## src/sdram_cfg_pkg.sv

```systemverilog
package sdram_cfg_pkg;

  parameter int addr_w            = 20;  // host word address
  parameter int data_w            = 16;
  parameter int line_words_log2   = 2;   // 4-word read line
  parameter int stream_words_log2 = 4;   // 16-word stream block
  parameter int burst_w           = 5;   // wide enough for 16

  typedef logic [addr_w-1:0]  addr_t;
  typedef logic [data_w-1:0]  data_t;
  typedef logic [burst_w-1:0] burst_t;

endpackage

```

## src/sdram_job_pkg.sv

```systemverilog
package sdram_job_pkg;
  import sdram_cfg_pkg::*;

  typedef enum logic [1:0] {
    op_none         = 2'd0,
    op_line_read    = 2'd1,
    op_single_write = 2'd2,
    op_stream_flush = 2'd3
  } job_op_e;

  typedef enum logic [1:0] {
    st_idle  = 2'd0,
    st_issue = 2'd1,  // request up, no ack yet
    st_beats = 2'd2,
    st_done  = 2'd3   // done pulse cycle
  } seq_state_e;

  // sequencer to controller
  typedef struct packed {
    logic   rd_req;
    logic   wr_req;
    addr_t  addr;
    burst_t burst;
    data_t  din;
    logic   hold_refresh;
  } ctrl_cmd_t;

  // controller back to sequencer
  typedef struct packed {
    logic  rd_ack;
    logic  wr_ack;
    data_t dout;
  } ctrl_rsp_t;

  typedef struct packed {
    logic  req;   // level, held until done
    addr_t addr;
  } job_req_t;

  typedef struct packed {
    logic                       valid;
    logic [line_words_log2-1:0] index;
    data_t                      data;
  } beat_t;

endpackage

```

## src/line_read_cache.sv

```systemverilog
module line_read_cache
  import sdram_cfg_pkg::*;
  import sdram_job_pkg::*;
#(
  parameter int line_words_log2 = sdram_cfg_pkg::line_words_log2
) (
  input  logic     clk,
  input  logic     sys_rst_n,
  input  logic     read_req,
  input  addr_t    address,
  input  logic     invalidate,
  output job_req_t read_job,
  input  logic     read_done,
  input  beat_t    beat,
  output logic     read_ack,
  output data_t    data_out
);

  localparam int line_words = 1 << line_words_log2;
  localparam int tag_w      = addr_w - line_words_log2;

  logic                       read_req_last;
  logic                       read_edge;
  logic                       line_valid;
  logic [tag_w-1:0]           line_tag;
  logic [tag_w-1:0]           req_tag;
  logic [line_words_log2-1:0] word_sel;
  logic                       hit;
  data_t                      line_q [line_words];

  assign req_tag   = address[addr_w-1:line_words_log2];
  assign word_sel  = address[line_words_log2-1:0];
  assign read_edge = read_req && !read_req_last;
  assign hit       = line_valid && (line_tag == req_tag);

  always_ff @(posedge clk or negedge sys_rst_n) begin
    if (!sys_rst_n) begin
      read_req_last <= 1'b0;
    end else begin
      read_req_last <= read_req;
    end
  end

  always_ff @(posedge clk) begin
    if (beat.valid) begin
      line_q[beat.index] <= beat.data;  // fill in beat order
    end
  end

  always_ff @(posedge clk or negedge sys_rst_n) begin
    if (!sys_rst_n) begin
      read_job   <= '0;
      line_valid <= 1'b0;
      line_tag   <= '0;
      read_ack   <= 1'b0;
      data_out   <= '0;
    end else begin
      if (read_edge) begin
        if (hit) begin
          read_ack <= 1'b1;
          data_out <= line_q[word_sel];
        end else begin
          line_valid    <= 1'b0;
          read_job.req  <= 1'b1;
          read_job.addr <= {req_tag, {line_words_log2{1'b0}}};  // line aligned
        end
      end else if (read_done) begin
        read_job.req <= 1'b0;
        line_valid   <= 1'b1;
        line_tag     <= read_job.addr[addr_w-1:line_words_log2];
        read_ack     <= 1'b1;
        data_out     <= line_q[word_sel];
      end else if (!read_req) begin
        read_ack <= 1'b0;  // host let go
        data_out <= '0;
      end
      if (invalidate) begin
        line_valid <= 1'b0;  // any host write may hit the line
      end
    end
  end

  a_ack_follows_req: assert property (@(posedge clk) disable iff (!sys_rst_n)
    read_ack |-> $past(read_req));

endmodule

```

## src/host_write_port.sv

```systemverilog
module host_write_port
  import sdram_cfg_pkg::*;
  import sdram_job_pkg::*;
#(
  parameter int stream_words_log2 = sdram_cfg_pkg::stream_words_log2
) (
  input  logic     clk,
  input  logic     sys_rst_n,
  input  logic     write_req,
  input  logic     write_latch_address,
  input  logic     write_en,
  input  addr_t    address,
  input  data_t    data_in,
  output job_req_t single_job,
  input  logic     single_done,
  output data_t    single_data,
  output job_req_t flush_job,
  input  logic     flush_done,
  input  burst_t   beat_index,
  output data_t    flush_data,
  output logic     write_ack,
  output logic     invalidate
);

  localparam int stream_words = 1 << stream_words_log2;

  logic  write_req_last;
  logic  write_edge;
  addr_t stream_addr;
  addr_t stream_cur;  // address of this cycle's word
  logic  block_end;
  data_t front_buf [stream_words];
  data_t back_buf  [stream_words];

  assign write_edge = write_req && !write_req_last;
  assign stream_cur = write_latch_address ? address : stream_addr;
  assign block_end  = write_en && (&stream_cur[stream_words_log2-1:0]);
  assign invalidate = write_edge || write_en;
  assign flush_data = back_buf[beat_index[stream_words_log2-1:0]];

  always_ff @(posedge clk or negedge sys_rst_n) begin
    if (!sys_rst_n) begin
      write_req_last <= 1'b0;
      single_job     <= '0;
      write_ack      <= 1'b0;
    end else begin
      write_req_last <= write_req;
      write_ack      <= 1'b0;
      if (write_edge) begin
        single_job.req  <= 1'b1;
        single_job.addr <= address;
      end else if (single_done) begin
        single_job.req <= 1'b0;
        write_ack      <= 1'b1;  // one-cycle pulse
      end
    end
  end

  always_ff @(posedge clk) begin
    if (write_edge) begin
      single_data <= data_in;
    end
  end

  // stream address, steps once per word
  always_ff @(posedge clk or negedge sys_rst_n) begin
    if (!sys_rst_n) begin
      stream_addr <= '0;
    end else if (write_en) begin
      stream_addr <= stream_cur + 1'b1;
    end else begin
      stream_addr <= stream_cur;
    end
  end

  always_ff @(posedge clk or negedge sys_rst_n) begin
    if (!sys_rst_n) begin
      flush_job <= '0;
    end else begin
      if (flush_done) begin
        flush_job.req <= 1'b0;
      end
      if (block_end) begin
        flush_job.req  <= 1'b1;
        flush_job.addr <= {stream_cur[addr_w-1:stream_words_log2],
                           {stream_words_log2{1'b0}}};
      end
    end
  end

  always_ff @(posedge clk) begin
    if (write_en) begin
      front_buf[stream_cur[stream_words_log2-1:0]] <= data_in;
    end
    if (block_end) begin
      for (int i = 0; i < stream_words - 1; i++) begin
        back_buf[i] <= front_buf[i];
      end
      back_buf[stream_words-1] <= data_in;  // last word skips front
    end
  end

  // back buffer is still being burst out until flush_done
  a_no_swap_while_pending: assert property (@(posedge clk) disable iff (!sys_rst_n)
    block_end |-> (!flush_job.req || flush_done));

endmodule

```

## src/burst_sequencer.sv

```systemverilog
module burst_sequencer
  import sdram_cfg_pkg::*;
  import sdram_job_pkg::*;
#(
  parameter int line_words_log2   = sdram_cfg_pkg::line_words_log2,
  parameter int stream_words_log2 = sdram_cfg_pkg::stream_words_log2
) (
  input  logic      clk,
  input  logic      sys_rst_n,
  input  job_req_t  read_job,
  input  job_req_t  single_job,
  input  job_req_t  flush_job,
  input  data_t     single_data,
  input  data_t     flush_data,
  input  logic      write_en,
  output logic      read_done,
  output logic      single_done,
  output logic      flush_done,
  output beat_t     beat,
  output burst_t    beat_index,
  output logic      busy,
  output ctrl_cmd_t ctrl_cmd,
  input  ctrl_rsp_t ctrl_rsp
);

  localparam burst_t line_burst   = burst_t'(1 << line_words_log2);
  localparam burst_t stream_burst = burst_t'(1 << stream_words_log2);

  seq_state_e state;
  job_op_e    op;
  burst_t     count;  // beats acked so far
  logic       rd_req_q;
  logic       wr_req_q;
  addr_t      addr_q;
  burst_t     burst_q;
  logic       ack;
  logic       last_beat;

  assign ack        = (op == op_line_read) ? ctrl_rsp.rd_ack : ctrl_rsp.wr_ack;
  assign last_beat  = ack && (count == burst_q - 1'b1);
  assign beat_index = count;
  assign busy       = (state != st_idle);

  assign read_done   = (state == st_done) && (op == op_line_read);
  assign single_done = (state == st_done) && (op == op_single_write);
  assign flush_done  = (state == st_done) && (op == op_stream_flush);

  // read beats go straight to the line buffer
  always_comb begin
    beat.valid = ctrl_rsp.rd_ack && (op == op_line_read)
                 && (state == st_issue || state == st_beats);
    beat.index = count[line_words_log2-1:0];
    beat.data  = ctrl_rsp.dout;
  end

  always_comb begin
    ctrl_cmd.rd_req       = rd_req_q;
    ctrl_cmd.wr_req       = wr_req_q;
    ctrl_cmd.addr         = addr_q;
    ctrl_cmd.burst        = burst_q;
    ctrl_cmd.din          = (op == op_single_write) ? single_data : flush_data;
    ctrl_cmd.hold_refresh = write_en;  // no refresh mid-stream
  end

  always_ff @(posedge clk or negedge sys_rst_n) begin
    if (!sys_rst_n) begin
      state    <= st_idle;
      op       <= op_none;
      count    <= '0;
      rd_req_q <= 1'b0;
      wr_req_q <= 1'b0;
      addr_q   <= '0;
      burst_q  <= '0;
    end else begin
      case (state)
        st_idle: begin
          count <= '0;
          if (read_job.req) begin  // fixed priority
            op       <= op_line_read;
            rd_req_q <= 1'b1;
            addr_q   <= read_job.addr;
            burst_q  <= line_burst;
            state    <= st_issue;
          end else if (single_job.req) begin
            op       <= op_single_write;
            wr_req_q <= 1'b1;
            addr_q   <= single_job.addr;
            burst_q  <= burst_t'(1);
            state    <= st_issue;
          end else if (flush_job.req) begin
            op       <= op_stream_flush;
            wr_req_q <= 1'b1;
            addr_q   <= flush_job.addr;
            burst_q  <= stream_burst;
            state    <= st_issue;
          end
        end
        st_issue, st_beats: begin
          if (ack) begin
            count <= count + 1'b1;
            state <= st_beats;
          end
          if (last_beat) begin
            rd_req_q <= 1'b0;
            wr_req_q <= 1'b0;
            state    <= st_done;
          end
        end
        st_done: begin
          op    <= op_none;
          state <= st_idle;
        end
        default: begin
          state <= st_idle;
        end
      endcase
    end
  end

  a_one_direction: assert property (@(posedge clk) disable iff (!sys_rst_n)
    !(ctrl_cmd.rd_req && ctrl_cmd.wr_req));

endmodule

```

## src/sdram_front_top.sv

```systemverilog
module sdram_front_top
  import sdram_cfg_pkg::*;
  import sdram_job_pkg::*;
#(
  parameter int line_words_log2   = sdram_cfg_pkg::line_words_log2,
  parameter int stream_words_log2 = sdram_cfg_pkg::stream_words_log2
) (
  input  logic      clk,
  input  logic      sys_rst_n,
  input  logic      read_req,
  input  logic      write_req,
  input  logic      write_latch_address,
  input  logic      write_en,
  input  addr_t     address,
  input  data_t     data_in,
  output data_t     data_out,
  output logic      read_ack,
  output logic      write_ack,
  output logic      busy,
  output ctrl_cmd_t ctrl_cmd,
  input  ctrl_rsp_t ctrl_rsp
);

  job_req_t read_job;
  job_req_t single_job;
  job_req_t flush_job;
  logic     read_done;
  logic     single_done;
  logic     flush_done;
  logic     invalidate;
  beat_t    beat;
  burst_t   beat_index;
  data_t    single_data;
  data_t    flush_data;

  line_read_cache #(
    .line_words_log2 (line_words_log2)
  ) u_line_read_cache (
    .clk        (clk),
    .sys_rst_n  (sys_rst_n),
    .read_req   (read_req),
    .address    (address),
    .invalidate (invalidate),
    .read_job   (read_job),
    .read_done  (read_done),
    .beat       (beat),
    .read_ack   (read_ack),
    .data_out   (data_out)
  );

  host_write_port #(
    .stream_words_log2 (stream_words_log2)
  ) u_host_write_port (
    .clk                 (clk),
    .sys_rst_n           (sys_rst_n),
    .write_req           (write_req),
    .write_latch_address (write_latch_address),
    .write_en            (write_en),
    .address             (address),
    .data_in             (data_in),
    .single_job          (single_job),
    .single_done         (single_done),
    .single_data         (single_data),
    .flush_job           (flush_job),
    .flush_done          (flush_done),
    .beat_index          (beat_index),
    .flush_data          (flush_data),
    .write_ack           (write_ack),
    .invalidate          (invalidate)
  );

  burst_sequencer #(
    .line_words_log2   (line_words_log2),
    .stream_words_log2 (stream_words_log2)
  ) u_burst_sequencer (
    .clk         (clk),
    .sys_rst_n   (sys_rst_n),
    .read_job    (read_job),
    .single_job  (single_job),
    .flush_job   (flush_job),
    .single_data (single_data),
    .flush_data  (flush_data),
    .write_en    (write_en),
    .read_done   (read_done),
    .single_done (single_done),
    .flush_done  (flush_done),
    .beat        (beat),
    .beat_index  (beat_index),
    .busy        (busy),
    .ctrl_cmd    (ctrl_cmd),
    .ctrl_rsp    (ctrl_rsp)
  );

endmodule

```

## config.mk

```make
export PLATFORM = sky130hd
export DESIGN_NAME = sdram_front_top
export DESIGN_NICKNAME = d
export VERILOG_FILES = /design/src/sdram_cfg_pkg.sv /design/src/sdram_job_pkg.sv /design/src/line_read_cache.sv /design/src/host_write_port.sv /design/src/burst_sequencer.sv /design/src/sdram_front_top.sv
export SDC_FILE = /design/constraint.sdc
export NUM_CORES = 1
export LEC_CHECK = 0
export BUFFER_PORTS_ARGS = -buffer_cell sky130_fd_sc_hd__buf_4
export CAP_MARGIN = 20
export CORE_AREA = 2 2 209 211
export CTS_BUF_LIST = sky130_fd_sc_hd__clkbuf_8
export DETAILED_ROUTE_END_ITERATION = 6
export DIE_AREA = 0 0 211 213
export PLACE_DENSITY_LB_ADDON = 0.3
export SYNTH_ARGS = -nofsm -noshare
export SYNTH_HDL_FRONTEND = slang
export SYNTH_SLANG_ARGS = --single-unit
```

## constraint.sdc

```tcl
create_clock -name clk -period 13.9 [get_ports clk]
set_input_delay 0.695 -clock clk [delete_from_list [all_inputs] [get_ports clk]]
set_output_delay 0.695 -clock clk [all_outputs]
set_load 0.01 [all_outputs]
```

==> key figures <==
Outcome
  – Status: completed

STA
  – Number of max-slew violations in the final report: 0
  – Total negative slack for setup checks: 0 ps
  – WHS: 58.4 ps
  – RSZ-0062 raised after global routing: no
  – Fin. Hold Viols: 0
  – Final setup skew: 24.6 ps
  – Worst slew margin relative to its limit: 0.264
  – Maximum clock rate: 221 MHz
  – Final count of negative-setup-slack endpoints: 0
  – Transition time at the pin with the least slew margin: 1100 ps
  – Period utilization: 0.326
  – Minimum period implied by the final worst setup slack: 4530 ps

Logic synthesis
  – Most area-hungry cell type in the Yosys netlist: edfxtp_1
  – Number of synthesized flops with an enable pin: around 580
  – Leading post-synthesis cells by cell area: edfxtp_1, dfrtp_1, mux4_2
  – Cell area after synthesis: 0.0274 mm2
  – Asr flop ratio synth: 0.207
  – Post-synth top area share: 0.632
  – Sequential share of the synthesized area: 0.769
  – Synth unique cells: 55
  – Flop and latch count out of synthesis: 726
  – Most used standard cells in the synthesized netlist: edfxtp_1, dfrtp_1, nor2_1, mux4_2, mux2_2
  – Warning count from the yosys run: 0
  – Most frequent cell after synthesis: edfxtp_1
  – Mean post-synth cell area: 18.4 um2
  – Cells after synthesis: 1485
  – Post-synth top flop: edfxtp_1

Critical path
  – Kind of end point of the critical path: primary output
  – Worst EP arrival: ~3800 ps
  – Crit path top cell by count: buf_4
  – Largest incremental delay on the critical path: 790 ps
  – Element type at the critical path start: register
  – Standard cell with the maximum stage delay on the critical path: dfrtp_4
  – Endpoint required time on the critical path: 13200 ps
  – Highest fanout seen on the critical path: 44
  – Category of the critical setup timing path: register to primary output
  – Series of cell instances along the critical path: buf_4, mux4_2, mux2_2, o22ai_1, a31oi_1, buf_4

Worst hold path
  – Path type of the worst min-delay path: primary input to asynchronous set/reset pin

Power
  – Power density over cell area: between 150 and 200 mW/mm2
  – Leakage power: 11.0 nW
  – Worst voltage drop across the vdd grid: 0.000120 V
  – Total power: 5.38 mW

Global route
  – Largest net degree at the start of global routing: 98
  – Antenna violations before repair: 3
  – Vias in the first global route: roughly 14000
  – Total global routing track utilization: 0.248
  – Remaining Overflow, GRT: 0
  – First-pass GRT wire length: 82100 um

Clock tree
  – CTS tree: done
  – Clock Pin Slew Worst Setup and Hold Paths: roughly 70 ps
  – Sinks on Clock Net: 726
  – Number of H-tree levels: 3
  – Clock latency of the later-clocked register in the worst-skew pair: 700 ps
  – Post-CTS setup buffers: 0
  – Number of buffers inserted for hold repair after clock tree synthesis: 0
  – Maximum root-to-sink buffer count: 3
  – CTS resizes: 0
  – Cell chosen for the clock root: clkbuf_8
  – Number of buffers added by the clock tree synthesis step: 111

Floorplan
  – # rows: 76
  – Die footprint: 0.0449 mm2
  – Initial standard-cell utilization of the core: 0.641
  – Count of boundary I/O pins: approximately 120
  – Area of the placeable core: roughly 0.043 mm2
  – Die extent in y: 213 um
  – Horizontal die dimension: 211 um

Finish
  – # nets final: 1739
  – Design area: 0.0311 mm2
  – Final std cells w/o fill: 2314
  – Fraction of layout cells with a size suffix above 1: 0.268
  – Area added between synthesis and finish: 13.6%
  – Layout fillers: 2478

Place
  – Final RePlAce weighted congestion: 0.881
  – Post-Place Cell Area: 0.0289 mm2
  – Port buffer count: 120
  – Detailed Place HPWL: 31500 um
  – Instance count after placement with tap cells included: 2099

Route
  – DRC: 0
  – Count of antenna-violating nets left after detailed routing: 0
  – Detailed-route wire length per cell: 23.3 um
  – Iter 0 DRT Violations: 1478
  – Average via count per standard cell: 6.06
  – Post-detailed-routing wire length: 54000 um
  – Total number of vias: 14029
  – Pre-Repair DR Iteration Count: 5

Run
  – Number of max-cap violations: 0
-- final cells by class --
class                           instances  area [um2]  area share
Timing Repair Buffer                  150        1180      0.0381
Clock inverter                         92         468      0.0151
Antenna cell                            1        2.50   0.0000805
Inverter                               33         124     0.00399
Multi-Input combinational cell        646        5910       0.190
Sequential cell                       726       21100       0.678
Clock buffer                          120        1650      0.0531
Tap cell                              546         683      0.0220
-- worst max-delay path, delay by kind of cell (launching register included) --
family                 cells  cell delay (ps)
AOI/OAI and AO/OA          2              310
buffers and inverters      2             1020
DFF                        1              790
muxes                      2              920
-- metrics by stage --
stage	utilization	setup slack (ps)
floorplan	-	3910
global placement	0.676	9130
detailed placement	0.677	8980
CTS	0.726	9280
global route	0.728	9070
finish	0.728	9370
-- sequential cells by signal, indices dropped and copies added, names as in the netlist --
signal                            count
u_burst_sequencer.state               2
u_host_write_port.single_job         21
u_host_write_port.stream_addr        20
u_host_write_port.back_buf          256
u_line_read_cache.read_job           19
u_line_read_cache.line_tag           18
u_burst_sequencer.burst_q             3
u_host_write_port.single_data        16
u_burst_sequencer.addr_q             20
u_burst_sequencer.rd_req_q            1
u_host_write_port.write_req_last      1
u_burst_sequencer.op                  2
u_line_read_cache.read_req_last       1
u_host_write_port.flush_job          17
u_burst_sequencer.beat_index          5
u_line_read_cache.line_valid          1
u_line_read_cache.read_ack            1
u_line_read_cache.data_out           16
u_host_write_port.front_buf         240
u_line_read_cache.line_q             64
u_burst_sequencer.wr_req_q            1
u_host_write_port.write_ack           1
-- cells in the final DEF (no fill, tap or decap), types with 4 or more instances in the layout --
cell type | synthesis | routed
edfxtp_1 | 576 | 576
xnor2_1 | 29 | 29
mux2i_1 | 49 | 49
a221o_1 | 4 | 4
o22ai_1 | 19 | 19
mux2_2 | 76 | 76
xor2_1 | 12 | 12
nor3_1 | 4 | 4
nand3b_1 | 4 | 4
inv_1 | 32 | 73
clkbuf_8 | 0 | 120
nor2_2 | 0 | 13
and3_1 | 7 | 7
a22oi_1 | 23 | 23
dfrtp_1 | 150 | 147
a21o_1 | 5 | 5
and2_1 | 8 | 8
nand3_1 | 12 | 12
clkinvlp_4 | 0 | 4
nand2b_1 | 4 | 4
o21ai_0 | 41 | 41
a31oi_1 | 36 | 36
clkinv_1 | 0 | 31
nor2b_1 | 5 | 4
nor2_1 | 83 | 68
a21oi_1 | 36 | 36
ha_1 | 11 | 11
nand4_1 | 12 | 12
buf_4 | 5 | 145
o31a_1 | 16 | 16
clkinv_2 | 0 | 10
nand2_1 | 35 | 35
mux4_2 | 80 | 80
-- final timing paths --
path | startpoint | end | slack, ps | cells after the start
setup / recovery | u_burst_sequencer.beat_index[0] | ctrl_cmd[7] | 9370 | 6
hold / removal | sys_rst_n | u_line_read_cache.data_out[6] | 60 | 1
setup reg to reg | u_host_write_port.stream_addr[0] | u_host_write_port.back_buf[8][13] | 9990 | 7
hold reg to reg | u_host_write_port.front_buf[12][15] | u_host_write_port.back_buf[12][15] | 410 | 0
max in group asynchronous | sys_rst_n | u_host_write_port.single_job[8] | 12570 | 2
min in group clk | write_req | u_host_write_port.write_req_last | 130 | 1
-- logic make-up (layout without fill, tap and decap cells) --
family | Yosys count | in the layout | synth area share
other | 1 | 3 | 0.000137
multiplexers | 205 | 205 | 0.115
AND/OR/NAND/NOR | 186 | 186 | 0.0324
buffers and inverters | 114 | 395 | 0.0173
AO/OA/AOI/OAI | 201 | 201 | 0.0474
adder cells (fa/ha/maj) | 11 | 11 | 0.00503
XOR/XNOR | 41 | 41 | 0.0131
flip-flops | 726 | 726 | 0.769
-- power by group --
group	switching, mW	leakage (nW)	internal, mW	total, mW
clock	0.795	1.22	0.838	1.63
sequential	0.126	7.01	2.55	2.67
combinational	0.572	2.80	0.496	1.07
total	1.49	11.0	3.88	5.38
-- layer usage --
layer	track usage	vias up	share of wire
met5	0	-	0.00039
met3	0.0565	101	0.072
li1	-	6192	-
met4	0.0811	4	0.021
met1	0.337	7155	0.41
met2	0.404	577	0.49
No activity file was read; power rests on OpenSTA's default activity.
